`config.mk`:
```
export PLATFORM = sky130hd
export DESIGN_NAME = read_return
export DESIGN_NICKNAME = d
export VERILOG_FILES = /design/src/source/dcache_pkg.sv /design/src/source/read_return.sv
export SDC_FILE = /design/constraint.sdc
export NUM_CORES = 1
export LEC_CHECK = 0
export ABC_AREA = 0
export BUFFER_PORTS_ARGS = -buffer_cell sky130_fd_sc_hd__buf_2
export CAP_MARGIN = 20
export CORE_MARGIN = 1
export CORE_UTILIZATION = 38
export DETAILED_ROUTE_END_ITERATION = 7
export PLACE_DENSITY = 0.95
export REMOVE_ABC_BUFFERS = 1
export SYNTH_ARGS = -nofsm -noshare
export SYNTH_HDL_FRONTEND = slang
export SYNTH_SLANG_ARGS = --single-unit
```
`constraint.sdc`:
```
create_clock -name vclk -period 1.06
set_input_delay 0.106 -clock vclk [all_inputs]
set_output_delay 0.106 -clock vclk [all_outputs]
set_load 0.02 [all_outputs]
```
`src/source/dcache_pkg.sv`:
```
package dcache_pkg;

    // data path is fixed at one 32-bit word.
    typedef logic [31:0] word_t;

    // bit n enables byte n of the word.
    typedef logic [3:0] wmask_t;

    // word address of which only the low ADDR_W bits are live.
    typedef logic [15:0] addr_t;

    // two banks interleaved on address bit 0.
    localparam int NUM_BANKS = 2;

    // memory controller request with full-word writes.
    typedef struct packed {
        logic  we;
        addr_t addr;
        word_t wdata;
    } fill_req_t;

    // core load/store side.
    typedef struct packed {
        logic   we;
        wmask_t wmask;
        addr_t  addr;
        word_t  wdata;
    } core_req_t;

    // one bank access with addr as the index inside the bank.
    typedef struct packed {
        logic   ce;
        logic   we;
        wmask_t wmask;
        addr_t  addr;
        word_t  wdata;
    } bank_req_t;

    typedef enum logic {
        CLIENT_FILL = 1'b0,
        CLIENT_CORE = 1'b1
    } client_e;

    // who read a bank in the previous cycle.
    typedef struct packed {
        logic    rd;
        client_e client;
    } owner_t;

endpackage
```
`src/source/read_return.sv`:
```
`timescale 1ns/1ps

module read_return (
    input  dcache_pkg::word_t                             bank0_rdata,
    input  dcache_pkg::word_t                             bank1_rdata,
    input  dcache_pkg::owner_t [dcache_pkg::NUM_BANKS-1:0] owner_q,
    output logic                                          fill_valid,
    output dcache_pkg::word_t                             fill_word,
    output logic                                          core_valid,
    output dcache_pkg::word_t                             core_word
);

    dcache_pkg::word_t bank_rdata [dcache_pkg::NUM_BANKS];

    assign bank_rdata[0] = bank0_rdata;
    assign bank_rdata[1] = bank1_rdata;

    // each client reads at most one bank per cycle.
    always_comb begin
        fill_valid = 1'b0;
        fill_word  = '0;
        core_valid = 1'b0;
        core_word  = '0;
        for (int b = 0; b < dcache_pkg::NUM_BANKS; b++) begin
            if (owner_q[b].rd) begin
                if (owner_q[b].client == dcache_pkg::CLIENT_FILL) begin
                    fill_valid = 1'b1;
                    fill_word  = bank_rdata[b];
                end else begin
                    core_valid = 1'b1;
                    core_word  = bank_rdata[b];
                end
            end
        end
    end

endmodule

```
# [After elaboration in Yosys (flattened, before gate mapping)]
# Cells that the tools add are included.
# Widths: inputs -> output; s select.
[totals] ff_bits=0 latch_bits=0 ram_bits=0 rom_bits=0 input_bits=68 output_inout_bits=66 mem_count=0
[classes] addsub=0 n_mul=0 div_mod_pow=0 n_lt_le_gt_ge=0 eq_ne=0 shifts=0 mux=16 bitwise_logic=0 n_reduce_logical=0
[ops] cell="$mux 32" n=8
[ops] cell="$mux 1" n=8

# [Longest topological paths before layout]
# Gate-level depths: netlist (run 1).
[depth] ltp_word=4 mapped_depth=5 depth_no_buf=2

# [Least setup slack after synthesis (run 1)]
# Ideal clock, no wire load.
[synth_path] path_type="input port to output port" startpoint="input port owner_q[0] in the netlist's numbering" endpoint="output port core_word[10]" arrival_time_ps=906 required_ps=954 slack_ps=48 stages=4 path_buffers=2 path_cell_list="buf_6 > clkbuf_1 > nand3_1 > o21ai_1"
[synth_via] elab_chain_len=4
[synth_lines] element="start, declared" line="read_return.sv:6" text="input dcache_pkg::owner_t [dcache_pkg::NUM_BANKS-1:0] owner_q,"
[synth_lines] element="$mux 32 (*)" line="read_return.sv:26" text="if (owner_q[b].client == dcache_pkg::CLIENT_FILL) begin"
[synth_lines] element="$mux 32 (*)" line="read_return.sv:25" text="if (owner_q[b].rd) begin"
[synth_lines] element="$mux 32" line="read_return.sv:26"
[synth_lines] element="$mux 32 (*)" line="read_return.sv:25"
[synth_lines] element="end, declared" line="read_return.sv:10" text="output dcache_pkg::word_t core_word"
# Every way passes the cells marked *; elsewhere a longest branch is shown, timed or not.

# [Final worst setup path (run 1)]
[layout_path] startpoint="input port owner_q[3] in the netlist's numbering" endpoint="output port core_word[25]"
[layout_via] elab_chain_len=1
[layout_lines] element="$mux 32" line="read_return.sv:25"
# No other way between the ends.

==> qor_table.md, run 1 <==
| Step | Item | Reported |
|:---|:---|:---|
| status | Outcome | finished clean |
| critical path | Startpoint types | primary input |
| floorplan | Horizontal die dimension | 60.69 um |
| placement | Pre-CTS setup slack | -0.1064 ns |
| power and ir drop | Sw Ratio | 0.5575 |
| hold path | Min-Delay Path Class | in2out |
| critical path | Kind of critical path | in2out |
| timing | Final Slew Violations | 0 |
| floorplan | Height of the die | 60.69 um |
| clock tree | Post-CTS setup buffer count | 0 |
| finish | Net total in the final layout | 386 |
| route | Average wire length per cell after detail routing | 15.28 um |
| power and ir drop | Power share of the combinational group | 1.000 |
| finish | Sequential cell area in the final layout | 0 sq um |
| finish | Syn-to-layout area delta | 65.11% |
| route | Count of routing violations after the opening detailed-route iteration | 177 |
| placement | Placed wire-length estimate | 3650 um |
| timing | Unrepaired setup endpoints after global routing | yes |
| route | Detail Route Antenna Nets | 0 |
| timing | Number of setup violations in the final report | 0 |
| route | Detailed-routing iteration count for the pre-antenna-repair pass | 8 |
| timing | Setup TNS | 0 ns |
| timing | Worst-Margin Slew | 0.1926 ns |
| global routing | Pin count of the biggest net entering global routing | 34 |
| clock tree | Hold_buf cts | 0 |
| timing | Period Utilization, post-route | 0.9787 |
| critical path | Worst endpoint data arrival time | 0.93 ns |
| power and ir drop | Internal power consumption | 0.4879 mW |
| power and ir drop | Total power | 1.103 mW |
| yosys | Mean instance size in the synthesized netlist | 6.577 sq um |
| hold path | Worst min-delay path endpoint | fill_word[25] |
| critical path | Delay of the slowest cell on the worst path | 0.18 ns |
| global routing | Global router's overall resource usage | 0.2619 |
| power and ir drop | Part of the power in the clock network | 0 |
| yosys | Part of the Yosys area used for sequential elements | 0 |
| placement | Final estimated routing congestion in global placement | 0.7531 |
| power and ir drop | Share of power burned in registers | 0 |
| placement | Number of port buffers | 134 |
| critical path | Worst endpoint required time | 0.95 ns |
| critical path | Cell Chain, Critical Path | buf_6, and2_1, buf_12, o21ai_1, buf_2 |
| route | Wire length reported by the detailed router | 5502 um |
| power and ir drop | Power per Cell Area | 510.3 nW/um^2 |
| timing | Fmax | 964.0 MHz |
| finish | Count of sequential standard cells | 0 |
| finish | Number of clock buffers in the layout | 0 |
| power and ir drop | Leakage power total | 1.222 nW |
| timing | Final Worst Setup Slack | 0.02262 ns |
| floorplan | Ports placed on the boundary | 134 |
| floorplan | Effective utilization at floorplan | 0.4151 |
| global routing | Number of antenna violations at the first check in global routing | 0 |
| timing | Hold Fails Final Rpt | 0 |
| route | Post-detailed-route DRC marker count | 0 |
| yosys | Number of distinct library cell variants in the gate-level netlist after synthesis | 14 |
| critical path | Master of the slowest instance on the critical path | sky130_fd_sc_hd__and2_1 |
| hold path | Number of stages on the worst hold path | 3 |
| route | Vias per Instance | 5.958 |
| critical path | Cell family with most CP delay | buffers and inverters |
| yosys | Post-synthesis instance area | 1309 sq um |
| finish | Layout cell share with drive strength beyond 1 | 0.4873 |
| finish | Antenna Diode Count | 0 |
| route | Via count | 2145 |
| yosys | Warnings from Yosys | 0 |
| floorplan | Die ar. | 3683 sq um |
| critical path | Critical Path End Type | output port |
| yosys | Post-synthesis instance total | 199 |
| hold path | Min-Delay Startpoint | bank0_rdata[25] |
| power and ir drop | Reported net switching power | 0.6148 mW |
| finish | Final cell utilization of the core | 0.6853 |
| flow run | Maximum capacitance violations | 0 |
| global routing | Number of global-route vias before repair | 1852 |
| global routing | Global-route wire length before repair | 7707 um |
| floorplan | Number of placement rows | 20 |
| global routing | Sum of overflow across all layers after global routing | 0 |
| critical path | Worst-path fanout max | 33 |
| power and ir drop | Max IR drop VDD | 0.3011 mV |
| timing | Crit path time final | 1.037 ns |
| floorplan | Placeable core region | 3153 sq um |
| timing | Worst relative slew slack | 0.8716 |
| critical path | Buf+Inv Stages, Crit Path | 3 |
stage by stage:
step / std cells / hold WS (ns) / cell area, sq um
2_1_floorplan: 166 / 0.3570 / 1084
3_3_place_gp: 357 / 0.5621 / 1982
3_5_place_dp: 357 / 0.5611 / 1982
4_1_cts: 359 / 0.5641 / 2086
5_1_grt: 360 / 0.5761 / 2161
6_report: 360 / 0.5588 / 2161
worst max path at each step:
stage / start / to / slack, ns / cells past startpoint
detailed placement: owner_q[2] / fill_word[1] / -0.11 / 5
global placement: owner_q[2] / fill_word[10] / -0.06 / 5
floorplan: owner_q[2] / fill_word[0] / -0.13 / 2
global route: owner_q[1] / fill_word[31] / -0.02 / 5
finish: owner_q[3] / core_word[25] / 0.02 / 5
CTS: owner_q[3] / core_word[20] / 0.006 / 5
power groups by stage:
stage          Combinational, mW  Sequential [mW]  Clock [mW]
2_1_floorplan              0.481                0           0
6_report                    1.10                0           0
5_1_grt                     1.17                0           0
4_1_cts                     1.05                0           0
3_3_place_gp               0.973                0           0
3_5_place_dp               0.991                0           0
synthesized netlist by cell type:
cell type                  number  share of area
sky130_fd_sc_hd__nand3_1       64           0.24
sky130_fd_sc_hd__o21ai_1       33           0.13
sky130_fd_sc_hd__a31o_1        32           0.21
sky130_fd_sc_hd__and3b_1       32           0.21
sky130_fd_sc_hd__buf_2         15          0.057
sky130_fd_sc_hd__buf_4          7          0.040
sky130_fd_sc_hd__clkbuf_1       5          0.014
sky130_fd_sc_hd__buf_6          3          0.026
sky130_fd_sc_hd__buf_8          3          0.034
sky130_fd_sc_hd__a21o_1         1         0.0057
sky130_fd_sc_hd__and2_1         1         0.0048
sky130_fd_sc_hd__inv_1          1         0.0029
sky130_fd_sc_hd__nand2b_1       1         0.0048
sky130_fd_sc_hd__nor2b_4        1          0.011
layout make-up:
| class | instances | area (sq um) |
|---|---|---|
| inverter | 1 | 3.754 |
| multi-input combinational | 165 | 1095 |
| timing repair buffer | 150 | 1007 |
| tap | 44 | 55.05 |
| fill | 278 | 992.2 |
cell families after synthesis:
kind of cell    Yosys count  share of synthesized area
compound gates           66                     0.3461
buf+inv                  34                     0.1749
simple gates             99                     0.4790
metal layers:
metal | routed length (um) | GRT usage | up-vias
li1 | - | - | 998
met3 | 427 | 0.01279 | 2
met4 | 10 | 0.04221 | 0
met5 | 0 | 0 | -
met2 | 2950 | 0.5385 | 126
met1 | 2114 | 0.2959 | 1019
what timing repair did:
item / CTS / global route
hold endpoints to repair: 0 / 0
resized for setup: 11 / 18
cloned: 2 / 1
setup endpoints to repair: 35 / 33
cell usage in the layout, fill, tap and decap left out:
cell / netlist / routed
sky130_fd_sc_hd__buf_2: 15 / 114
sky130_fd_sc_hd__buf_6: 3 / 3
sky130_fd_sc_hd__buf_4: 7 / 23
sky130_fd_sc_hd__inv_1: 1 / 1
sky130_fd_sc_hd__nand3_1: 64 / 64
sky130_fd_sc_hd__and3b_1: 32 / 32
sky130_fd_sc_hd__o21ai_2: 0 / 2
sky130_fd_sc_hd__clkbuf_16: 0 / 1
sky130_fd_sc_hd__nand2b_4: 0 / 1
sky130_fd_sc_hd__bufbuf_16: 0 / 2
sky130_fd_sc_hd__buf_12: 0 / 7
sky130_fd_sc_hd__a31o_1: 32 / 32
sky130_fd_sc_hd__and2_1: 1 / 1
sky130_fd_sc_hd__o21ai_1: 33 / 31
sky130_fd_sc_hd__a21o_1: 1 / 1
sky130_fd_sc_hd__nor2b_4: 1 / 1
Note: power is estimated with default switching activity, not from simulation.
==> run 2, diff against run 1 <==
--- a/config.mk
+++ b/config.mk
@@ -11,7 +11,7 @@
 export CORE_MARGIN = 1
 export CORE_UTILIZATION = 38
 export DETAILED_ROUTE_END_ITERATION = 7
-export PLACE_DENSITY = 0.95
+export PLACE_DENSITY = 0.85
 export REMOVE_ABC_BUFFERS = 1
 export SYNTH_ARGS = -nofsm -noshare
 export SYNTH_HDL_FRONTEND = slang
==> run 2 against run 1 <==
The flow now finishes with violations (setup timing); die area unchanged; highest routed layer unchanged; largest cell class is now buffers; hold slack lost 0.0085 ns; critical path type unchanged; utilization grew 10 points; largest power group unchanged; worst setup slack worse by 0.069 ns; first-iteration DRC count rose by 50%; critical endpoint is now fill_word[7].
==> qor_table.md, run 2 (synthesized netlist as in run 1, its figures left out) <==
| Step | Item | Reported | Change |
|:---|:---|:---|:---|
| global routing | Global router's overall resource usage | 0.2672 | was 0.2619 |
| floorplan | Horizontal die dimension | 60.69 um | unchanged |
| flow run | Maximum capacitance violations | 0 | unchanged |
| critical path | Delay of the slowest cell on the worst path | 0.24 ns | was 0.18 ns |
| route | Via count | 2283 | was 2145 |
| timing | Worst-Margin Slew | 0.1575 ns | was 0.1926 ns |
| critical path | Cell family with most CP delay | buffers and inverters | unchanged |
| critical path | Startpoint types | primary input | unchanged |
| global routing | Pin count of the biggest net entering global routing | 38 | was 34 |
| power and ir drop | Power share of the combinational group | 1.000 | about the same |
| finish | Count of sequential standard cells | 0 | unchanged |
| clock tree | Hold_buf cts | 0 | unchanged |
| critical path | Kind of critical path | in2out | unchanged |
| status | Outcome | complete, but fails checks | was finished clean |
| global routing | Sum of overflow across all layers after global routing | 0 | unchanged |
| finish | Number of clock buffers in the layout | 0 | unchanged |
| floorplan | Effective utilization at floorplan | 0.4151 | unchanged |
| power and ir drop | Total power | 1.281 mW | was 1.103 mW |
| route | Count of routing violations after the opening detailed-route iteration | 265 | was 177 |
| global routing | Number of antenna violations at the first check in global routing | 0 | unchanged |
| timing | Worst relative slew slack | 0.8943 | was 0.8716 |
| finish | Layout cell share with drive strength beyond 1 | 0.5234 | was 0.4873 |
| timing | Unrepaired setup endpoints after global routing | yes | unchanged |
| floorplan | Placeable core region | 3153 sq um | unchanged |
| power and ir drop | Sw Ratio | 0.5249 | was 0.5575 |
| timing | Final Slew Violations | 0 | unchanged |
| placement | Number of port buffers | 134 | unchanged |
| power and ir drop | Share of power burned in registers | 0 | about the same |
| critical path | Worst endpoint required time | 0.95 ns | about the same |
| floorplan | Number of placement rows | 20 | unchanged |
| critical path | Master of the slowest instance on the critical path | sky130_fd_sc_hd__a31o_1 | was sky130_fd_sc_hd__and2_1 |
| timing | Number of setup violations in the final report | 27 | was 0 |
| critical path | Worst-path fanout max | 7 | was 33 |
| power and ir drop | Leakage power total | 1.323 nW | was 1.222 nW |
| critical path | Critical Path End Type | output port | unchanged |
| timing | Period Utilization, post-route | 1.043 | was 0.9787 |
| finish | Sequential cell area in the final layout | 0 sq um | unchanged |
| finish | Most common cell after layout, fill and taps aside | sky130_fd_sc_hd__buf_2 | unchanged |
| route | Vias per Instance | 6.255 | was 5.958 |
| power and ir drop | Reported net switching power | 0.6725 mW | was 0.6148 mW |
| placement | Number of placed instances, taps included | 357 | unchanged |
| route | Average wire length per cell after detail routing | 17.70 um | was 15.28 um |
| power and ir drop | Power per Cell Area | 516.1 nW/um^2 | was 510.3 nW/um^2 |
| finish | Antenna Diode Count | 0 | unchanged |
| floorplan | Ports placed on the boundary | 134 | unchanged |
| floorplan | Height of the die | 60.69 um | unchanged |
| timing | Crit path time final | 1.106 ns | was 1.037 ns |
| power and ir drop | Internal power consumption | 0.6087 mW | was 0.4879 mW |
| route | Wire length reported by the detailed router | 6461 um | was 5502 um |
| finish | Final std cells w/o fill | 365 | was 360 |
| hold path | Min-Delay Path Class | in2out | unchanged |
| timing | Post-route worst hold slack | 0.5503 ns | was 0.5588 ns |
| finish | Commonest cells after routing, fill and taps aside | sky130_fd_sc_hd__buf_2, sky130_fd_sc_hd__nand3_1, sky130_fd_sc_hd__and3b_1, sky130_fd_sc_hd__a31o_1, sky130_fd_sc_hd__buf_6 | was sky130_fd_sc_hd__buf_2, sky130_fd_sc_hd__nand3_1, sky130_fd_sc_hd__and3b_1, sky130_fd_sc_hd__a31o_1, sky130_fd_sc_hd__o21ai_1 |
| route | Detailed-routing iteration count for the pre-antenna-repair pass | 6 | was 8 |
| global routing | Global-route wire length before repair | 7748 um | was 7707 um |
| route | Detail Route Antenna Nets | 0 | unchanged |
| route | Post-detailed-route DRC marker count | 0 | unchanged |
| placement | Final estimated routing congestion in global placement | 0.7924 | was 0.7531 |
| critical path | Buf+Inv Stages, Crit Path | 4 | was 3 |
| floorplan | Die ar. | 3683 sq um | unchanged |
| power and ir drop | Part of the power in the clock network | 0 | about the same |
| timing | Hold Fails Final Rpt | 0 | unchanged |
| finish | Syn-to-layout area delta | 89.67% | was 65.11% |
| placement | Pre-CTS setup slack | -0.07194 ns | was -0.1064 ns |
| timing | Fmax | 904.1 MHz | was 964.0 MHz |
| timing | Final Worst Setup Slack | -0.04603 ns | was 0.02262 ns |
| global routing | Number of global-route vias before repair | 1723 | was 1852 |
| critical path | Cell Chain, Critical Path | buf_8, nor2b_4, buf_12, clkbuf_16, a31o_1, buf_6 | was buf_6, and2_1, buf_12, o21ai_1, buf_2 |
| status | Failing checks | setup timing |  |
| power and ir drop | Max IR drop VDD | 0.4290 mV | was 0.3011 mV |
| finish | Net total in the final layout | 391 | was 386 |
| critical path | Worst endpoint data arrival time | 1.00 ns | was 0.93 ns |
| placement | Placed wire-length estimate | 3586 um | was 3650 um |
[run 2: changes by cell type in the layout (fill, tap and decap cells not counted), sizes merged]
| cell | change |
|---|---|
| buf | +3 |
| bufbuf | -1 |
| clkbuf | +3 |
[run 2: path summary, 6_finish.rpt]
kind,start,end,cells after the start
worst min-delay path,bank0_rdata[5],fill_word[5],3
worst max-delay path,owner_q[1],fill_word[7],6
[run 2: stage by stage]
step	utilization	setup TNS, ns	area (sq um)
finish	0.7873	-0.5516	2482
global route	0.7873	-0.9399	2482
CTS	0.6762	-0.03368	2132
detailed placement	0.6405	-1.767	2019
global placement	0.6405	-0.8734	2019
floorplan	-	-7.233	1084
[run 2: power groups by stage]
stage                     logic, mW  clock network [mW]  registers [mW]
final                          1.28                   0               0
after global routing           1.35                   0               0
after CTS                      1.07                   0               0
after detailed placement       1.01                   0               0
after global placement        0.999                   0               0
after floorplan               0.481                   0               0
[run 2: area by class of cell]
class                           count  area, sq um
Fill cell                         205        670.6
Inverter                            1        3.754
Multi-Input combinational cell    165         1135
Tap cell                           44        55.05
Timing Repair Buffer              155         1289
[run 2: per-layer routing]
layer  vias up  track usage  routed length (um)
li1       1018            -                   -
met1      1056       0.3202                2469
met2       191       0.5008                3224
met3        18      0.02559                 598
met4         0      0.07792                 169
met5         -            0                   0
[run 2: repair_timing]
action	in CTS	in global routing
gates cloned	2	5
endpoints found under the setup margin	46	44
pin swaps	0	4
hold endpoints to repair	0	0
gates resized for setup	16	71
buffers inserted	0	1
==> run 3, diff against run 2 <==
--- a/config.mk
+++ b/config.mk
@@ -12,7 +12,6 @@
 export CORE_UTILIZATION = 38
 export DETAILED_ROUTE_END_ITERATION = 7
 export PLACE_DENSITY = 0.85
-export REMOVE_ABC_BUFFERS = 1
 export SYNTH_ARGS = -nofsm -noshare
 export SYNTH_HDL_FRONTEND = slang
 export SYNTH_SLANG_ARGS = --single-unit
==> run 3 against run 2 <==
Largest power group unchanged; power decreased by 13%; count of clock-buffer cells in the layout is the same; global-route usage fell by 1.2 points; the flow now finishes without violations; die area unchanged; first-iteration DRC count fell by 7.2%.
==> qor_table.md, run 3 (synthesized netlist as in run 1, its figures left out) <==
| Step | Item | Reported | Change |
|:---|:---|:---|:---|
| hold path | Min-Delay Path Class | in2out | unchanged |
| timing | Crit path time final | 1.030 ns | was 1.106 ns |
| power and ir drop | Leakage power total | 1.250 nW | was 1.323 nW |
| critical path | Cell Chain, Critical Path | buf_6, nand2b_4, buf_6, a31o_1, buf_4 | was buf_8, nor2b_4, buf_12, clkbuf_16, a31o_1, buf_6 |
| timing | Worst relative slew slack | 0.8664 | was 0.8943 |
| timing | Unrepaired setup endpoints after global routing | no | was yes |
| finish | Count of filler cells inserted in the layout | 282 | was 205 |
| timing | Setup TNS | 0 ns | was -0.5516 ns |
| power and ir drop | Reported net switching power | 0.6139 mW | was 0.6725 mW |
| power and ir drop | Internal power consumption | 0.5068 mW | was 0.6087 mW |
| global routing | Sum of overflow across all layers after global routing | 0 | unchanged |
| route | Met2 Wirelength | 2775 um | was 3224 um |
| floorplan | Placeable core region | 3153 sq um | unchanged |
| timing | Worst-Margin Slew | 0.2004 ns | was 0.1575 ns |
| finish | Commonest cells after routing, fill and taps aside | sky130_fd_sc_hd__buf_2, sky130_fd_sc_hd__nand3_1, sky130_fd_sc_hd__and3b_1, sky130_fd_sc_hd__a31o_1, sky130_fd_sc_hd__o21ai_1 | was sky130_fd_sc_hd__buf_2, sky130_fd_sc_hd__nand3_1, sky130_fd_sc_hd__and3b_1, sky130_fd_sc_hd__a31o_1, sky130_fd_sc_hd__buf_6 |
| finish | Sequential cell area in the final layout | 0 sq um | unchanged |
| critical path | Startpoint types | primary input | unchanged |
| finish | Syn-to-layout area delta | 70.27% | was 89.67% |
| finish | Final cell utilization of the core | 0.7067 | was 0.7873 |
| finish | Number of clock buffers in the layout | 0 | unchanged |
| timing | Number of setup violations in the final report | 0 | was 27 |
| timing | Final Slew Violations | 0 | unchanged |
| critical path | Worst endpoint required time | 0.95 ns | about the same |
| floorplan | Height of the die | 60.69 um | unchanged |
| finish | Most common cell after layout, fill and taps aside | sky130_fd_sc_hd__buf_2 | unchanged |
| critical path | Master of the slowest instance on the critical path | sky130_fd_sc_hd__a31o_1 | unchanged |
| route | Total met3 wirelength after detailed routing | 435 um | was 598 um |
| route | Detail Route Antenna Nets | 0 | unchanged |
| floorplan | Horizontal die dimension | 60.69 um | unchanged |
| route | Wire length reported by the detailed router | 5370 um | was 6461 um |
| floorplan | Die ar. | 3683 sq um | unchanged |
| status | Outcome | finished clean | was complete, but fails checks |
| power and ir drop | Part of the power in the clock network | 0 | about the same |
| critical path | Cell family with most CP delay | buffers and inverters | unchanged |
| clock tree | Post-CTS setup buffer count | 0 | unchanged |
| yosys | Total nets after synthesis | 267 |  |
| finish | Layout cell share with drive strength beyond 1 | 0.5063 | was 0.5234 |
| placement | Number of placed instances, taps included | 360 | was 357 |
| global routing | Number of antenna violations at the first check in global routing | 0 | unchanged |
| finish | Antenna Diode Count | 0 | unchanged |
| flow run | Maximum capacitance violations | 0 | unchanged |
| placement | Placed wire-length estimate | 3545 um | was 3586 um |
| finish | Count of sequential standard cells | 0 | unchanged |
| floorplan | Effective utilization at floorplan | 0.4151 | unchanged |
| placement | Final estimated routing congestion in global placement | 0.7968 | was 0.7924 |
| hold path | Number of stages on the worst hold path | 3 | unchanged |
| route | Via count | 2071 | was 2283 |
| power and ir drop | Max IR drop VDD | 0.3215 mV | was 0.4290 mV |
| power and ir drop | Share of power burned in registers | 0 | about the same |
| critical path | Most Frequent Cell on Critical Path | sky130_fd_sc_hd__buf_6 |  |
| global routing | Global router's overall resource usage | 0.2549 | was 0.2672 |
| hold path | Min-Delay Startpoint | bank0_rdata[27] | was bank0_rdata[5] |
| route | Post-detailed-route DRC marker count | 0 | unchanged |
| power and ir drop | Power share of the combinational group | 1.000 | about the same |
| placement | Number of port buffers | 134 | unchanged |
| critical path | Delay of the slowest cell on the worst path | 0.22 ns | was 0.24 ns |
| timing | Period Utilization, post-route | 0.9715 | was 1.043 |
| route | Count of routing violations after the opening detailed-route iteration | 246 | was 265 |
| critical path | Kind of critical path | in2out | unchanged |
| critical path | Worst endpoint data arrival time | 0.92 ns | was 1.00 ns |
| power and ir drop | Sw Ratio | 0.5478 | was 0.5249 |
| global routing | Pin count of the biggest net entering global routing | 35 | was 38 |
| finish | Final std cells w/o fill | 364 | was 365 |
| critical path | Critical Path End Type | output port | unchanged |
| hold path | Worst min-delay path endpoint | fill_word[27] | was fill_word[5] |
| global routing | Number of global-route vias before repair | 1697 | was 1723 |
| route | Average wire length per cell after detail routing | 14.75 um | was 17.70 um |
| finish | Net total in the final layout | 390 | was 391 |
| timing | Fmax | 971.1 MHz | was 904.1 MHz |
| power and ir drop | Power per Cell Area | 502.9 nW/um^2 | was 516.1 nW/um^2 |
| clock tree | Hold_buf cts | 0 | unchanged |
| floorplan | Number of placement rows | 20 | unchanged |
| route | Detailed-routing iteration count for the pre-antenna-repair pass | 4 | was 6 |
| route | Met1 Wirelength | 2099 um | was 2469 um |
| global routing | Global-route wire length before repair | 7472 um | was 7748 um |
| route | Vias per Instance | 5.690 | was 6.255 |
| route | Uppermost layer routed | met4 | unchanged |
| critical path | Buf+Inv Stages, Crit Path | 3 | was 4 |
| floorplan | Ports placed on the boundary | 134 | unchanged |
| critical path | Worst-path fanout max | 17 | was 7 |
| timing | Hold Fails Final Rpt | 0 | unchanged |
run 3: cell count changes in the layout (fill, tap and decap cells not counted):
cell,delta
sky130_fd_sc_hd__buf_2,+22
sky130_fd_sc_hd__buf_6,-20
sky130_fd_sc_hd__buf_12,-5
sky130_fd_sc_hd__o21ai_1,+5
sky130_fd_sc_hd__o21ai_2,-4
sky130_fd_sc_hd__buf_4,+3
sky130_fd_sc_hd__clkbuf_16,-2
sky130_fd_sc_hd__buf_8,+1
sky130_fd_sc_hd__o21ai_4,-1
run 3: tightest hold or removal path, delay by kind of cell:
| kind | cells | cell delay (ns) |
|---|---|---|
| AO/OA/AOI/OAI | 1 | 0.12 |
| buffers and inverters | 2 | 0.24 |
run 3: layer usage:
layer / up-vias / track usage
met2: 123 / 0.4882
met5: - / 0
li1: 1009 / -
met3: 9 / 0.01706
met4: 0 / 0.05519
met1: 930 / 0.3087
run 3: power by group through the flow:
stage / Combinational (mW) / Clock [mW] / Sequential (mW)
2_1_floorplan: 0.622 / 0 / 0
3_3_place_gp: 0.981 / 0 / 0
3_5_place_dp: 0.994 / 0 / 0
4_1_cts: 1.06 / 0 / 0
5_1_grt: 1.20 / 0 / 0
6_report: 1.12 / 0 / 0
run 3: repair_timing:
item	4_1_cts	5_1_grt
pin swaps	0	0
resized for setup	20	19
cloned	2	2
endpoints found under the setup margin	41	56
run 3: cell type report:
class              count  area (sq um)  area share
inverters              1         3.754    0.001684
well taps             44         55.05     0.02471
multi-input cells    165          1109      0.4975
repair buffers       154          1061      0.4761
run 3: how the worst max path moves through the flow:
stage          cells past startpoint        from             to
3_5_place_dp                       5  owner_q[2]  fill_word[14]
2_1_floorplan                      4  owner_q[0]  core_word[10]
3_3_place_gp                       5  owner_q[2]  fill_word[24]
6_report                           5  owner_q[2]  fill_word[14]
5_1_grt                            5  owner_q[0]   core_word[3]
4_1_cts                            5  owner_q[3]  fill_word[14]
run 3: per-stage QoR:
step	hold WS [ns]	cell area (sq um)	power, mW	setup WS (ns)
detailed placement	0.5643	2004	0.9937	-0.04316
CTS	0.5645	2123	1.061	-0.01575
global placement	0.5650	2004	0.9808	-0.04415
finish	0.5627	2228	1.121	0.03024
global route	0.5760	2228	1.200	0.006109
floorplan	0.4077	1309	0.6219	0.04772
